File: src/rtl/core_pkg.sv
`default_nettype none

package core_pkg;

  //////////////////////////////////////////////////
  // Widths

  localparam int XLEN = 32;

  typedef logic [4:0] rsd_t;                   // Register index

  //////////////////////////////////////////////////
  // Instruction word views

  typedef struct packed {
    logic [6:0] funct7;
    rsd_t       rs2;
    rsd_t       rs1;
    logic [2:0] funct3;
    rsd_t       rd;
    logic [6:0] opcode;
  } r_type_t;

  typedef struct packed {
    logic [11:0] imm;
    rsd_t        rs1;
    logic [2:0]  funct3;
    rsd_t        rd;
    logic [6:0]  opcode;
  } i_type_t;

  typedef struct packed {
    logic [19:0] imm;                          // Upper immediate
    rsd_t        rd;
    logic [6:0]  opcode;
  } u_type_t;

  typedef union packed {
    r_type_t r;
    i_type_t i;
    u_type_t u;
  } insn_t;

  // Major opcodes still decoded
  localparam logic [6:0] OPC_OP_IMM = 7'b0010011;
  localparam logic [6:0] OPC_OP     = 7'b0110011;
  localparam logic [6:0] OPC_LUI    = 7'b0110111;

  typedef enum logic [3:0] {
    ALU_ADD,
    ALU_SUB,
    ALU_SLT,                                   // Signed compare
    ALU_XOR,
    ALU_OR,
    ALU_AND,
    ALU_SLL,
    ALU_SRL,
    ALU_PASSB                                  // LUI
  } alu_op_t;

endpackage

`default_nettype wire

File: src/rtl/core_ifs.sv
`timescale 1ns/1ps
`default_nettype none

// Pre-decode to decode
interface pd_id_if;
  logic                      valid;            // One cycle strobe
  core_pkg::alu_op_t         op;
  logic                      use_imm;
  logic [core_pkg::XLEN-1:0] imm;
  core_pkg::rsd_t            rs1;
  core_pkg::rsd_t            rs2;
  core_pkg::rsd_t            rd;
  logic                      illegal;

  modport pd (
    output valid, op, use_imm, imm, rs1, rs2, rd, illegal
  );

  modport id (
    input  valid, op, use_imm, imm, rs1, rs2, rd, illegal
  );
endinterface

// Register file read ports
interface rf_rd_if;
  core_pkg::rsd_t            src1;
  core_pkg::rsd_t            src2;
  logic [core_pkg::XLEN-1:0] q1;               // Valid in same cycle as src1
  logic [core_pkg::XLEN-1:0] q2;

  modport id (
    output src1, src2,
    input  q1, q2
  );

  modport rf (
    input  src1, src2,
    output q1, q2
  );
endinterface

`default_nettype wire

File: src/rtl/rv_pd.sv
`timescale 1ns/1ps
`default_nettype none

module rv_pd #(
  parameter int RF_REGS = 32
)
(
  input  logic            clk_i,
  input  logic            rst_i,
  input  logic            imem_valid_i,
  input  core_pkg::insn_t imem_parcel_i,
  pd_id_if.pd             pd_o
);

  core_pkg::alu_op_t         op_d;
  logic                      use_imm_d;
  logic [core_pkg::XLEN-1:0] imm_d;
  core_pkg::rsd_t            rs1_d;
  core_pkg::rsd_t            rs2_d;
  core_pkg::rsd_t            rd_d;
  logic                      bad_enc;
  logic                      reg_bad;

  //////////////////////////////////////////////////
  // Classify parcel

  always_comb
  begin
    op_d      = core_pkg::ALU_ADD;
    use_imm_d = 1'b0;
    imm_d     = '0;
    rs1_d     = imem_parcel_i.r.rs1;
    rs2_d     = '0;                            // Only OP reads rs2
    rd_d      = imem_parcel_i.r.rd;
    bad_enc   = 1'b0;

    case (imem_parcel_i.r.opcode)
      core_pkg::OPC_OP_IMM:
      begin
        use_imm_d = 1'b1;
        rs1_d     = imem_parcel_i.i.rs1;
        imm_d     = {{20{imem_parcel_i.i.imm[11]}}, imem_parcel_i.i.imm};
        case (imem_parcel_i.i.funct3)
          3'b000: op_d = core_pkg::ALU_ADD;
          3'b010: op_d = core_pkg::ALU_SLT;
          3'b100: op_d = core_pkg::ALU_XOR;
          3'b110: op_d = core_pkg::ALU_OR;
          3'b111: op_d = core_pkg::ALU_AND;
          3'b001:
          begin
            op_d    = core_pkg::ALU_SLL;
            bad_enc = imem_parcel_i.i.imm[11:5] != 7'h00;
          end
          3'b101:
          begin
            op_d    = core_pkg::ALU_SRL;
            bad_enc = imem_parcel_i.i.imm[11:5] != 7'h00; // SRAI rejected here
          end
          default: bad_enc = 1'b1;             // SLTIU
        endcase
      end

      core_pkg::OPC_OP:
      begin
        rs2_d = imem_parcel_i.r.rs2;
        case ({imem_parcel_i.r.funct7, imem_parcel_i.r.funct3})
          {7'h00, 3'b000}: op_d = core_pkg::ALU_ADD;
          {7'h20, 3'b000}: op_d = core_pkg::ALU_SUB;
          {7'h00, 3'b010}: op_d = core_pkg::ALU_SLT;
          {7'h00, 3'b100}: op_d = core_pkg::ALU_XOR;
          {7'h00, 3'b110}: op_d = core_pkg::ALU_OR;
          {7'h00, 3'b111}: op_d = core_pkg::ALU_AND;
          {7'h00, 3'b001}: op_d = core_pkg::ALU_SLL;
          {7'h00, 3'b101}: op_d = core_pkg::ALU_SRL;
          default:         bad_enc = 1'b1;
        endcase
      end

      core_pkg::OPC_LUI:
      begin
        op_d      = core_pkg::ALU_PASSB;
        use_imm_d = 1'b1;
        rs1_d     = '0;
        imm_d     = {imem_parcel_i.u.imm, 12'h000};
      end

      default: bad_enc = 1'b1;
    endcase
  end

  // Unused sources are zero, so checking all three is safe
  assign reg_bad = (32'(rd_d)  >= RF_REGS) ||
                   (32'(rs1_d) >= RF_REGS) ||
                   (32'(rs2_d) >= RF_REGS);

  always_ff @(posedge clk_i)
  begin
    if (rst_i)
      pd_o.valid <= 1'b0;
    else
      pd_o.valid <= imem_valid_i;
  end

  always_ff @(posedge clk_i)
  begin
    pd_o.op      <= op_d;
    pd_o.use_imm <= use_imm_d;
    pd_o.imm     <= imm_d;
    pd_o.rs1     <= rs1_d;
    pd_o.rs2     <= rs2_d;
    pd_o.rd      <= rd_d;
    pd_o.illegal <= bad_enc | reg_bad;
  end

endmodule

`default_nettype wire

File: src/rtl/rv_id.sv
`timescale 1ns/1ps
`default_nettype none

module rv_id (
  input  logic                      clk_i,
  input  logic                      rst_i,
  pd_id_if.id                       pd_i,
  rf_rd_if.id                       rf_o,

  // Write-back for the bypass
  input  logic                      ex_we_i,
  input  core_pkg::rsd_t            ex_dst_i,
  input  logic [core_pkg::XLEN-1:0] ex_r_i,

  output logic                      id_valid_o,
  output core_pkg::alu_op_t         id_op_o,
  output logic [core_pkg::XLEN-1:0] id_opa_o,
  output logic [core_pkg::XLEN-1:0] id_opb_o,
  output core_pkg::rsd_t            id_rd_o,
  output logic                      id_illegal_o
);

  logic [core_pkg::XLEN-1:0] src_a;
  logic [core_pkg::XLEN-1:0] src_b;
  logic [core_pkg::XLEN-1:0] opa_q;
  logic [core_pkg::XLEN-1:0] opb_q;
  logic                      ex_busy;
  logic                      near_a;
  logic                      near_b;
  logic                      near_a_q;
  logic                      near_b_q;

  assign rf_o.src1 = pd_i.rs1;
  assign rf_o.src2 = pd_i.rs2;

  // Result written this cycle is not yet visible in the register file
  assign src_a = (ex_we_i && ex_dst_i == pd_i.rs1) ? ex_r_i : rf_o.q1;
  assign src_b = (ex_we_i && ex_dst_i == pd_i.rs2) ? ex_r_i : rf_o.q2;

  //////////////////////////////////////////////////
  // Dependency on the instruction now in execute
  //
  // Its result lands on ex_r_i one cycle later, exactly when
  // this instruction reaches the ALU, so only a flag is kept

  assign ex_busy = id_valid_o & ~id_illegal_o & (id_rd_o != '0);
  assign near_a  = ex_busy && (id_rd_o == pd_i.rs1);
  assign near_b  = ex_busy && !pd_i.use_imm && (id_rd_o == pd_i.rs2);

  always_ff @(posedge clk_i)
  begin
    if (rst_i)
      id_valid_o <= 1'b0;
    else
      id_valid_o <= pd_i.valid;
  end

  always_ff @(posedge clk_i)
  begin
    id_op_o      <= pd_i.op;
    id_rd_o      <= pd_i.rd;
    id_illegal_o <= pd_i.illegal;
    opa_q        <= src_a;
    opb_q        <= pd_i.use_imm ? pd_i.imm : src_b;
    near_a_q     <= near_a;
    near_b_q     <= near_b;
  end

  assign id_opa_o = near_a_q ? ex_r_i : opa_q;
  assign id_opb_o = near_b_q ? ex_r_i : opb_q;

endmodule

`default_nettype wire

File: src/rtl/rv_regfile.sv
`timescale 1ns/1ps
`default_nettype none

module rv_regfile #(
  parameter int RF_REGS = 32
)
(
  input  logic                      clk_i,
  input  logic                      rst_i,
  rf_rd_if.rf                       rd_i,
  input  logic                      we_i,
  input  core_pkg::rsd_t            dst_i,
  input  logic [core_pkg::XLEN-1:0] d_i
);

  localparam int AW = $clog2(RF_REGS);

  logic [core_pkg::XLEN-1:0] regs [RF_REGS];
  logic                      hit1;
  logic                      hit2;

  always_ff @(posedge clk_i)
  begin
    if (rst_i)
    begin
      for (int n = 0; n < RF_REGS; n++)
        regs[n] <= '0;
    end
    else if (we_i && dst_i != '0)                // x0 stays zero
      regs[dst_i[AW-1:0]] <= d_i;
  end

  // Out of range indices come with an illegal flag, read as zero
  assign hit1 = (rd_i.src1 != '0) && (32'(rd_i.src1) < RF_REGS);
  assign hit2 = (rd_i.src2 != '0) && (32'(rd_i.src2) < RF_REGS);

  assign rd_i.q1 = hit1 ? regs[rd_i.src1[AW-1:0]] : '0;
  assign rd_i.q2 = hit2 ? regs[rd_i.src2[AW-1:0]] : '0;

endmodule

`default_nettype wire

File: src/rtl/rv_ex.sv
`timescale 1ns/1ps
`default_nettype none

module rv_ex (
  input  logic                      clk_i,
  input  logic                      rst_i,

  input  logic                      id_valid_i,
  input  core_pkg::alu_op_t         id_op_i,
  input  logic [core_pkg::XLEN-1:0] id_opa_i,
  input  logic [core_pkg::XLEN-1:0] id_opb_i,
  input  core_pkg::rsd_t            id_rd_i,
  input  logic                      id_illegal_i,

  output logic                      wb_we_o,
  output core_pkg::rsd_t            wb_dst_o,
  output logic [core_pkg::XLEN-1:0] wb_r_o,
  output logic                      illegal_o
);

  logic [core_pkg::XLEN-1:0] alu_r;
  logic [4:0]                shamt;
  logic                      lt;

  assign shamt = id_opb_i[4:0];                  // Upper bits ignored
  assign lt    = $signed(id_opa_i) < $signed(id_opb_i);

  //////////////////////////////////////////////////
  // ALU

  always_comb
  begin
    case (id_op_i)
      core_pkg::ALU_ADD:   alu_r = id_opa_i + id_opb_i;
      core_pkg::ALU_SUB:   alu_r = id_opa_i - id_opb_i;
      core_pkg::ALU_SLT:   alu_r = {{(core_pkg::XLEN-1){1'b0}}, lt};
      core_pkg::ALU_XOR:   alu_r = id_opa_i ^ id_opb_i;
      core_pkg::ALU_OR:    alu_r = id_opa_i | id_opb_i;
      core_pkg::ALU_AND:   alu_r = id_opa_i & id_opb_i;
      core_pkg::ALU_SLL:   alu_r = id_opa_i << shamt;
      core_pkg::ALU_SRL:   alu_r = id_opa_i >> shamt;
      core_pkg::ALU_PASSB: alu_r = id_opb_i;
      default:             alu_r = '0;
    endcase
  end

  //////////////////////////////////////////////////
  // Write-back register

  always_ff @(posedge clk_i)
  begin
    if (rst_i)
    begin
      wb_we_o   <= 1'b0;
      illegal_o <= 1'b0;
    end
    else
    begin
      wb_we_o   <= id_valid_i & ~id_illegal_i & (id_rd_i != '0);
      illegal_o <= id_valid_i &  id_illegal_i;
    end
  end

  always_ff @(posedge clk_i)
  begin
    wb_dst_o <= id_rd_i;
    wb_r_o   <= alu_r;
  end

endmodule

`default_nettype wire

File: src/rtl/rv_core.sv
`timescale 1ns/1ps
`default_nettype none

module rv_core #(
  parameter int RF_REGS = 32                     // 16 for an RV32E style core
)
(
  input  logic        clk_i,
  input  logic        rst_i,

  // Instruction parcels without back-pressure
  input  logic        imem_valid_i,
  input  logic [31:0] imem_parcel_i,

  // Write-back
  output logic        wb_we_o,
  output logic [4:0]  wb_dst_o,
  output logic [31:0] wb_r_o,
  output logic        illegal_o
);

  //////////////////////////////////////////////////
  // Stage links

  pd_id_if pd_id ();
  rf_rd_if rf_rd ();

  logic                      id_valid;
  core_pkg::alu_op_t         id_op;
  logic [core_pkg::XLEN-1:0] id_opa;
  logic [core_pkg::XLEN-1:0] id_opb;
  core_pkg::rsd_t            id_rd;
  logic                      id_illegal;

  rv_pd #(
    .RF_REGS       ( RF_REGS       ) )
  pd_unit (
    .clk_i         ( clk_i         ),
    .rst_i         ( rst_i         ),
    .imem_valid_i  ( imem_valid_i  ),
    .imem_parcel_i ( imem_parcel_i ),
    .pd_o          ( pd_id         ) );

  // Operand fetch with bypass from write-back
  rv_id id_unit (
    .clk_i         ( clk_i         ),
    .rst_i         ( rst_i         ),
    .pd_i          ( pd_id         ),
    .rf_o          ( rf_rd         ),
    .ex_we_i       ( wb_we_o       ),
    .ex_dst_i      ( wb_dst_o      ),
    .ex_r_i        ( wb_r_o        ),
    .id_valid_o    ( id_valid      ),
    .id_op_o       ( id_op         ),
    .id_opa_o      ( id_opa        ),
    .id_opb_o      ( id_opb        ),
    .id_rd_o       ( id_rd         ),
    .id_illegal_o  ( id_illegal    ) );

  rv_regfile #(
    .RF_REGS       ( RF_REGS       ) )
  int_rf (
    .clk_i         ( clk_i         ),
    .rst_i         ( rst_i         ),
    .rd_i          ( rf_rd         ),
    .we_i          ( wb_we_o       ),
    .dst_i         ( wb_dst_o      ),
    .d_i           ( wb_r_o        ) );

  rv_ex ex_unit (
    .clk_i         ( clk_i         ),
    .rst_i         ( rst_i         ),
    .id_valid_i    ( id_valid      ),
    .id_op_i       ( id_op         ),
    .id_opa_i      ( id_opa        ),
    .id_opb_i      ( id_opb        ),
    .id_rd_i       ( id_rd         ),
    .id_illegal_i  ( id_illegal    ),
    .wb_we_o       ( wb_we_o       ),
    .wb_dst_o      ( wb_dst_o      ),
    .wb_r_o        ( wb_r_o        ),
    .illegal_o     ( illegal_o     ) );

endmodule

`default_nettype wire

File: config.mk
export PLATFORM = sky130hd
export DESIGN_NAME = rv_core
export DESIGN_NICKNAME = d
export VERILOG_FILES = /design/src/rtl/core_pkg.sv /design/src/rtl/core_ifs.sv /design/src/rtl/rv_pd.sv /design/src/rtl/rv_id.sv /design/src/rtl/rv_regfile.sv /design/src/rtl/rv_ex.sv /design/src/rtl/rv_core.sv
export SDC_FILE = /design/constraint.sdc
export NUM_CORES = 2
export LEC_CHECK = 0
export BUFFER_PORTS_ARGS = -buffer_cell sky130_fd_sc_hd__buf_2
export CORE_UTILIZATION = 55
export CTS_CLUSTER_DIAMETER = 200
export DETAILED_ROUTE_END_ITERATION = 16
export PLACE_DENSITY = 0.71
export SKIP_CTS_REPAIR_TIMING = 1
export SLEW_MARGIN = 20
export SYNTH_ARGS = -nofsm -noshare
export SYNTH_HDL_FRONTEND = slang
export SYNTH_SLANG_ARGS = --single-unit
File: constraint.sdc
create_clock -name clk_i -period 10.8 [get_ports clk_i]
set_input_delay 1.08 -clock clk_i [delete_from_list [all_inputs] [get_ports clk_i]]
set_output_delay 1.08 -clock clk_i [all_outputs]
set_load 0.01 [all_outputs]
==> metrics.md <==
| Metric | Value |
|---|---|
| Dominant combinational cell family by area after synthesis | `multiplexers` |
| Vias per std cell | `7.00` |
| Nets | `around 6000` |
| Placement-stage worst setup slack | `approximately 5.4 ns` |
| Cell type contributing the most total cell area after synthesis | `sky130_fd_sc_hd__edfxtp_1` |
| Areal power density over the cells | `about 150 nW/µm²` |
| Post-Synthesis Cell Area | `~69000 µm²` |
| Largest net degree at the start of global routing | `around 110` |
| Die span in x | `between 300 and 400 µm` |
| Xor and xnor area share after synthesis | `less than 1%` |
| Outcome | `complete, no violations` |
| Die extent in y | `between 300 and 400 µm` |
| Total grt overflow | `0` |
| Area growth syn-to-layout | `8.76%` |
| Cell row count | `between 100 and 150` |
| Global-route usage over all layers | `around 40%` |
| First-pass GRT wire length | `around 370 mm` |
| Maximum buffer depth of the clock tree | `3` |
| WL/cell | `35.0 µm` |
| Number of cells on the worst hold path | `0` |
| Instance area after placement | `approximately 71000 µm²` |
| Post-layout instance area | `about 76000 µm²` |
| CTS tree | `done` |
| Leak Pwr | `approximately 0.028 µW` |
| Largest vdd supply drop | `~180 µV` |
| Mux cell area share after synthesis | `between 10% and 20%` |
| Category of the most critical setup path | `flop to flop` |
| Number of antenna violations at the first check in global routing | `28` |
| Startpoint type of the worst setup path | `flop` |
| Number of clock buffers inserted by TritonCTS | `134` |
| Max transition margin | `about 12%` |
| Critical Path RT | `approximately 11 ns` |
| Sink Count | `about 1200` |
| Share of flip-flops with an asynchronous set or reset | `0%` |
| Arithmetic-cell share of the synthesized area counting full adders, half adders and majority gates | `1.81%` |
| Fmax | `approximately 180 MHz` |
| Post-route antenna net violation count | `0` |
| Worst min-delay path startpoint | `pd_unit.pd_o.op[3]` |
| Simple-gate share of the synthesized area | `around 14%` |
| Total wire length after detailed routing | `261 mm` |
| Io pins | `74` |
| Layout cells sized above 1 | `between 10% and 20%` |
| Worst reg2reg setup slack | `5.21 ns` |
| Final routed DRC violation total | `0` |
| Synthesized instance count | `5862` |
| Via Count | `52200` |
| Path depth of the worst reg2reg path | `15` |
| Cells taking the most area after synthesis | `sky130_fd_sc_hd__edfxtp_1 44%, sky130_fd_sc_hd__mux4_2 9.6%, sky130_fd_sc_hd__and2_1 9.1%` |
| Initial Util | `between 50% and 60%` |
| Final core occ | `between 60% and 70%` |
| RSZ-0062 raised after global routing | `false` |
| Area of the core | `between 100000 and 150000 µm²` |
| Area of the die | `roughly 130000 µm²` |
| # port buffers | `73` |
| Post-synth EDFFs | `1024` |
| Filler Cell Count | `9815` |
| Clock root cell | `sky130_fd_sc_hd__clkbuf_16` |
| Final setup margin | `between 5 and 6 ns` |
| Initial drt markers | `between 7000 and 8000` |
| Dominant register cell in the synthesized netlist | `sky130_fd_sc_hd__edfxtp_1` |
| Drt pass-1 iters | `6` |
| Clk_lat worst skew | `0.79 ns` |
| Worst setup EP type | `flop` |
| Reg2Reg Launch Point | `id_unit.near_b_q` |
| Worst reg2reg endpoint | `ex_unit.wb_r_o[30]` |
| Routability Congestion | `about 1` |
| Final setup violation count | `0` |
| Clock Skew | `~0.034 ns` |
| Final Critical Period | `5.59 ns` |
| Clock transition at the register clock pins on the worst setup and hold paths after CTS | `roughly 0.060 ns` |
| HP Class | `flop to flop` |
| Synth warnings | `0` |
| Post-route clock period utilization | `slightly above 50%` |
| Number of global-route vias before repair | `50200` |
| Fraction of synthesized cell area taken by the top area cell type | `between 40 and 50%` |
| Detailed Place HPWL | `~160 mm` |
| Library cells used by synthesis | `95` |
| Hold violation count in the final report | `0` |
| Setup TNS | `0 ns` |
| Compound-gate portion of the synthesized area | `11.6%` |
| CP max FO | `52` |
| Max Cap Viol | `0` |
| Worst Hold Endpoint | `id_unit.id_op_o[3]` |
| Count of state elements after synthesis | `roughly 1200` |
| # H-tree levels | `4` |
| Sequential-to-total area share from yosys stat | `between 40 and 50%` |
| Synth Area per Inst | `between 10 and 15 µm²` |
| Arrival time reported for the critical path endpoint | `around 6.3 ns` |
| Worst-Margin Slew | `approximately 1.3 ns` |
| Max Slew Vio Count | `0` |
[cell usage in the layout (no fill, tap or decap), types with 12 or more instances in the layout]
cell / Yosys / final
sky130_fd_sc_hd__nor3_1: 21 / 21
sky130_fd_sc_hd__o22ai_1: 27 / 27
sky130_fd_sc_hd__clkbuf_1: 423 / 32
sky130_fd_sc_hd__nand2b_1: 17 / 16
sky130_fd_sc_hd__nor2b_1: 20 / 18
sky130_fd_sc_hd__mux2_2: 106 / 106
sky130_fd_sc_hd__ha_1: 97 / 97
sky130_fd_sc_hd__o21bai_1: 12 / 12
sky130_fd_sc_hd__a31oi_1: 21 / 21
sky130_fd_sc_hd__dfxtp_1: 170 / 156
sky130_fd_sc_hd__mux2i_1: 538 / 537
sky130_fd_sc_hd__a21o_1: 41 / 41
sky130_fd_sc_hd__a32o_1: 24 / 24
sky130_fd_sc_hd__or2_2: 41 / 33
sky130_fd_sc_hd__and2_1: 1009 / 1009
sky130_fd_sc_hd__mux4_2: 297 / 297
sky130_fd_sc_hd__o211ai_1: 148 / 148
sky130_fd_sc_hd__xnor2_1: 13 / 13
sky130_fd_sc_hd__nand3_1: 26 / 26
sky130_fd_sc_hd__conb_1: 1 / 32
sky130_fd_sc_hd__inv_2: 11 / 12
sky130_fd_sc_hd__o221ai_1: 25 / 25
sky130_fd_sc_hd__nand4_1: 13 / 13
sky130_fd_sc_hd__clkinv_2: 0 / 25
sky130_fd_sc_hd__a21oi_1: 224 / 223
sky130_fd_sc_hd__a211oi_1: 22 / 22
sky130_fd_sc_hd__and3_1: 15 / 15
sky130_fd_sc_hd__buf_4: 4 / 150
sky130_fd_sc_hd__nor2_4: 0 / 29
sky130_fd_sc_hd__clkinv_1: 2 / 25
sky130_fd_sc_hd__nand2_1: 228 / 228
sky130_fd_sc_hd__edfxtp_1: 1024 / 1024
sky130_fd_sc_hd__nor2_1: 302 / 268
sky130_fd_sc_hd__a221oi_1: 166 / 166
sky130_fd_sc_hd__nor4_1: 14 / 13
sky130_fd_sc_hd__buf_2: 58 / 72
sky130_fd_sc_hd__a22oi_1: 97 / 97
sky130_fd_sc_hd__inv_1: 94 / 94
sky130_fd_sc_hd__o21ai_0: 269 / 268
sky130_fd_sc_hd__clkbuf_16: 0 / 137
[sequential cells by signal, summed over array words and instances, names as in the netlist, 4 cells and up]
name	count
pd_unit.pd_o.rs2	5
int_rf.regs	1024
pd_unit.pd_o.rd	5
ex_unit.wb_dst_o	5
id_unit.id_rd_o	5
ex_unit.wb_r_o	32
id_unit.opa_q	32
id_unit.opb_q	32
pd_unit.pd_o.imm	32
id_unit.id_op_o	4
pd_unit.pd_o.rs1	5
pd_unit.pd_o.op	4
[kinds of logic after synthesis]
logic type                 count (synthesis)
buffers and inverters                    665
DFF                                     1194
xor gates and xnor gates                  24
AOI/OAI and AO/OA                       1184
muxes                                    956
and+or+nand+nor                         1739
adders and majority gates                 99
other                                      1
[worst max path at each step]
stage	slack [ns]	start	end
after floorplan	6.50	id_unit.near_b_q	ex_unit.wb_r_o[30]
after global placement	5.42	id_unit.near_b_q	ex_unit.wb_r_o[30]
after detailed placement	5.43	id_unit.near_b_q	ex_unit.wb_r_o[30]
after CTS	5.37	id_unit.near_b_q	ex_unit.wb_r_o[30]
after global routing	5.09	id_unit.near_b_q	ex_unit.wb_r_o[30]
final	5.21	id_unit.near_b_q	ex_unit.wb_r_o[30]
[synthesized netlist by cell type, types with 8 or more instances]
cell and count:
sky130_fd_sc_hd__edfxtp_1 1024, sky130_fd_sc_hd__and2_1 1009, sky130_fd_sc_hd__mux2i_1 538, sky130_fd_sc_hd__clkbuf_1 423, sky130_fd_sc_hd__nor2_1 302, sky130_fd_sc_hd__mux4_2 297
sky130_fd_sc_hd__o21ai_0 269, sky130_fd_sc_hd__nand2_1 228, sky130_fd_sc_hd__a21oi_1 224, sky130_fd_sc_hd__dfxtp_1 170, sky130_fd_sc_hd__a221oi_1 166, sky130_fd_sc_hd__o211ai_1 148
sky130_fd_sc_hd__mux2_2 106, sky130_fd_sc_hd__a22oi_1 97, sky130_fd_sc_hd__ha_1 97, sky130_fd_sc_hd__inv_1 94, sky130_fd_sc_hd__buf_1 65, sky130_fd_sc_hd__buf_2 58
sky130_fd_sc_hd__a21o_1 41, sky130_fd_sc_hd__or2_2 41, sky130_fd_sc_hd__o22ai_1 27, sky130_fd_sc_hd__nand3_1 26, sky130_fd_sc_hd__o221ai_1 25, sky130_fd_sc_hd__a32o_1 24
sky130_fd_sc_hd__a211oi_1 22, sky130_fd_sc_hd__a31oi_1 21, sky130_fd_sc_hd__nor3_1 21, sky130_fd_sc_hd__nor2b_1 20, sky130_fd_sc_hd__nand2b_1 17, sky130_fd_sc_hd__and3_1 15
sky130_fd_sc_hd__nor4_1 14, sky130_fd_sc_hd__nand4_1 13, sky130_fd_sc_hd__xnor2_1 13, sky130_fd_sc_hd__o21bai_1 12, sky130_fd_sc_hd__a211o_1 11, sky130_fd_sc_hd__inv_2 11
sky130_fd_sc_hd__o31ai_1 11, sky130_fd_sc_hd__xor2_1 11, sky130_fd_sc_hd__a221o_1 10, sky130_fd_sc_hd__mux2i_4 9, sky130_fd_sc_hd__nand3b_1 8
[metal layers]
metal  track usage, %  routed length (µm)  vias to the layer above
met3             12.6               33900                      805
met2             61.4              115000                     3659
met5                0                 165                        -
met4             21.6               15900                       26
met1             52.5               95400                    26000
li1                 -                   -                    21700
[cell type report]
type | instances | area, µm² | area share [%]
Multi-Input combinational cell | 4034 | 33100 | 43.8
Clock buffer | 172 | 3590 | 4.75
Timing Repair Buffer | 228 | 1610 | 2.13
Sequential cell | 1194 | 34200 | 45.3
Inverter | 107 | 402 | 0.532
Clock inverter | 69 | 572 | 0.757
Tap cell | 1637 | 2050 | 2.71
Antenna cell | 7 | 17.5 | 0.0232
[critical path: stages (launching register included)]
cell,delay (ns)
sky130_fd_sc_hd__dfxtp_2,0.32
sky130_fd_sc_hd__buf_4,0.54
sky130_fd_sc_hd__mux2i_4,0.32
sky130_fd_sc_hd__buf_4,0.64
sky130_fd_sc_hd__inv_2,0.22
sky130_fd_sc_hd__ha_1,0.33
sky130_fd_sc_hd__fa_1,0.49
sky130_fd_sc_hd__a21oi_2,0.21
sky130_fd_sc_hd__o31a_1,0.19
sky130_fd_sc_hd__nand4_1,0.15
sky130_fd_sc_hd__a41oi_2,0.35
sky130_fd_sc_hd__o21ai_1,0.19
sky130_fd_sc_hd__a41o_1,0.38
sky130_fd_sc_hd__a2111oi_0,0.61
sky130_fd_sc_hd__a211oi_1,0.10
sky130_fd_sc_hd__a311o_1,0.33
[where the power goes]
part           leakage [µW]  total, µW  internal, µW  switching (µW)
Combinational        0.0136       1760           497            1270
Clock               0.00204       4430          2460            1970
Sequential           0.0119       5310          5180             130
Total                0.0276      11500          8140            3370
[through the flow]
step	std cells	hold slack, ns	total power, µW
floorplan	5893	0.310	6320
global route	7441	0.336	11800
CTS	7438	0.325	11400
global placement	7197	0.310	7070
finish	7448	0.325	11500
detailed placement	7197	0.312	7090
No activity file was read; power rests on OpenSTA's default activity.
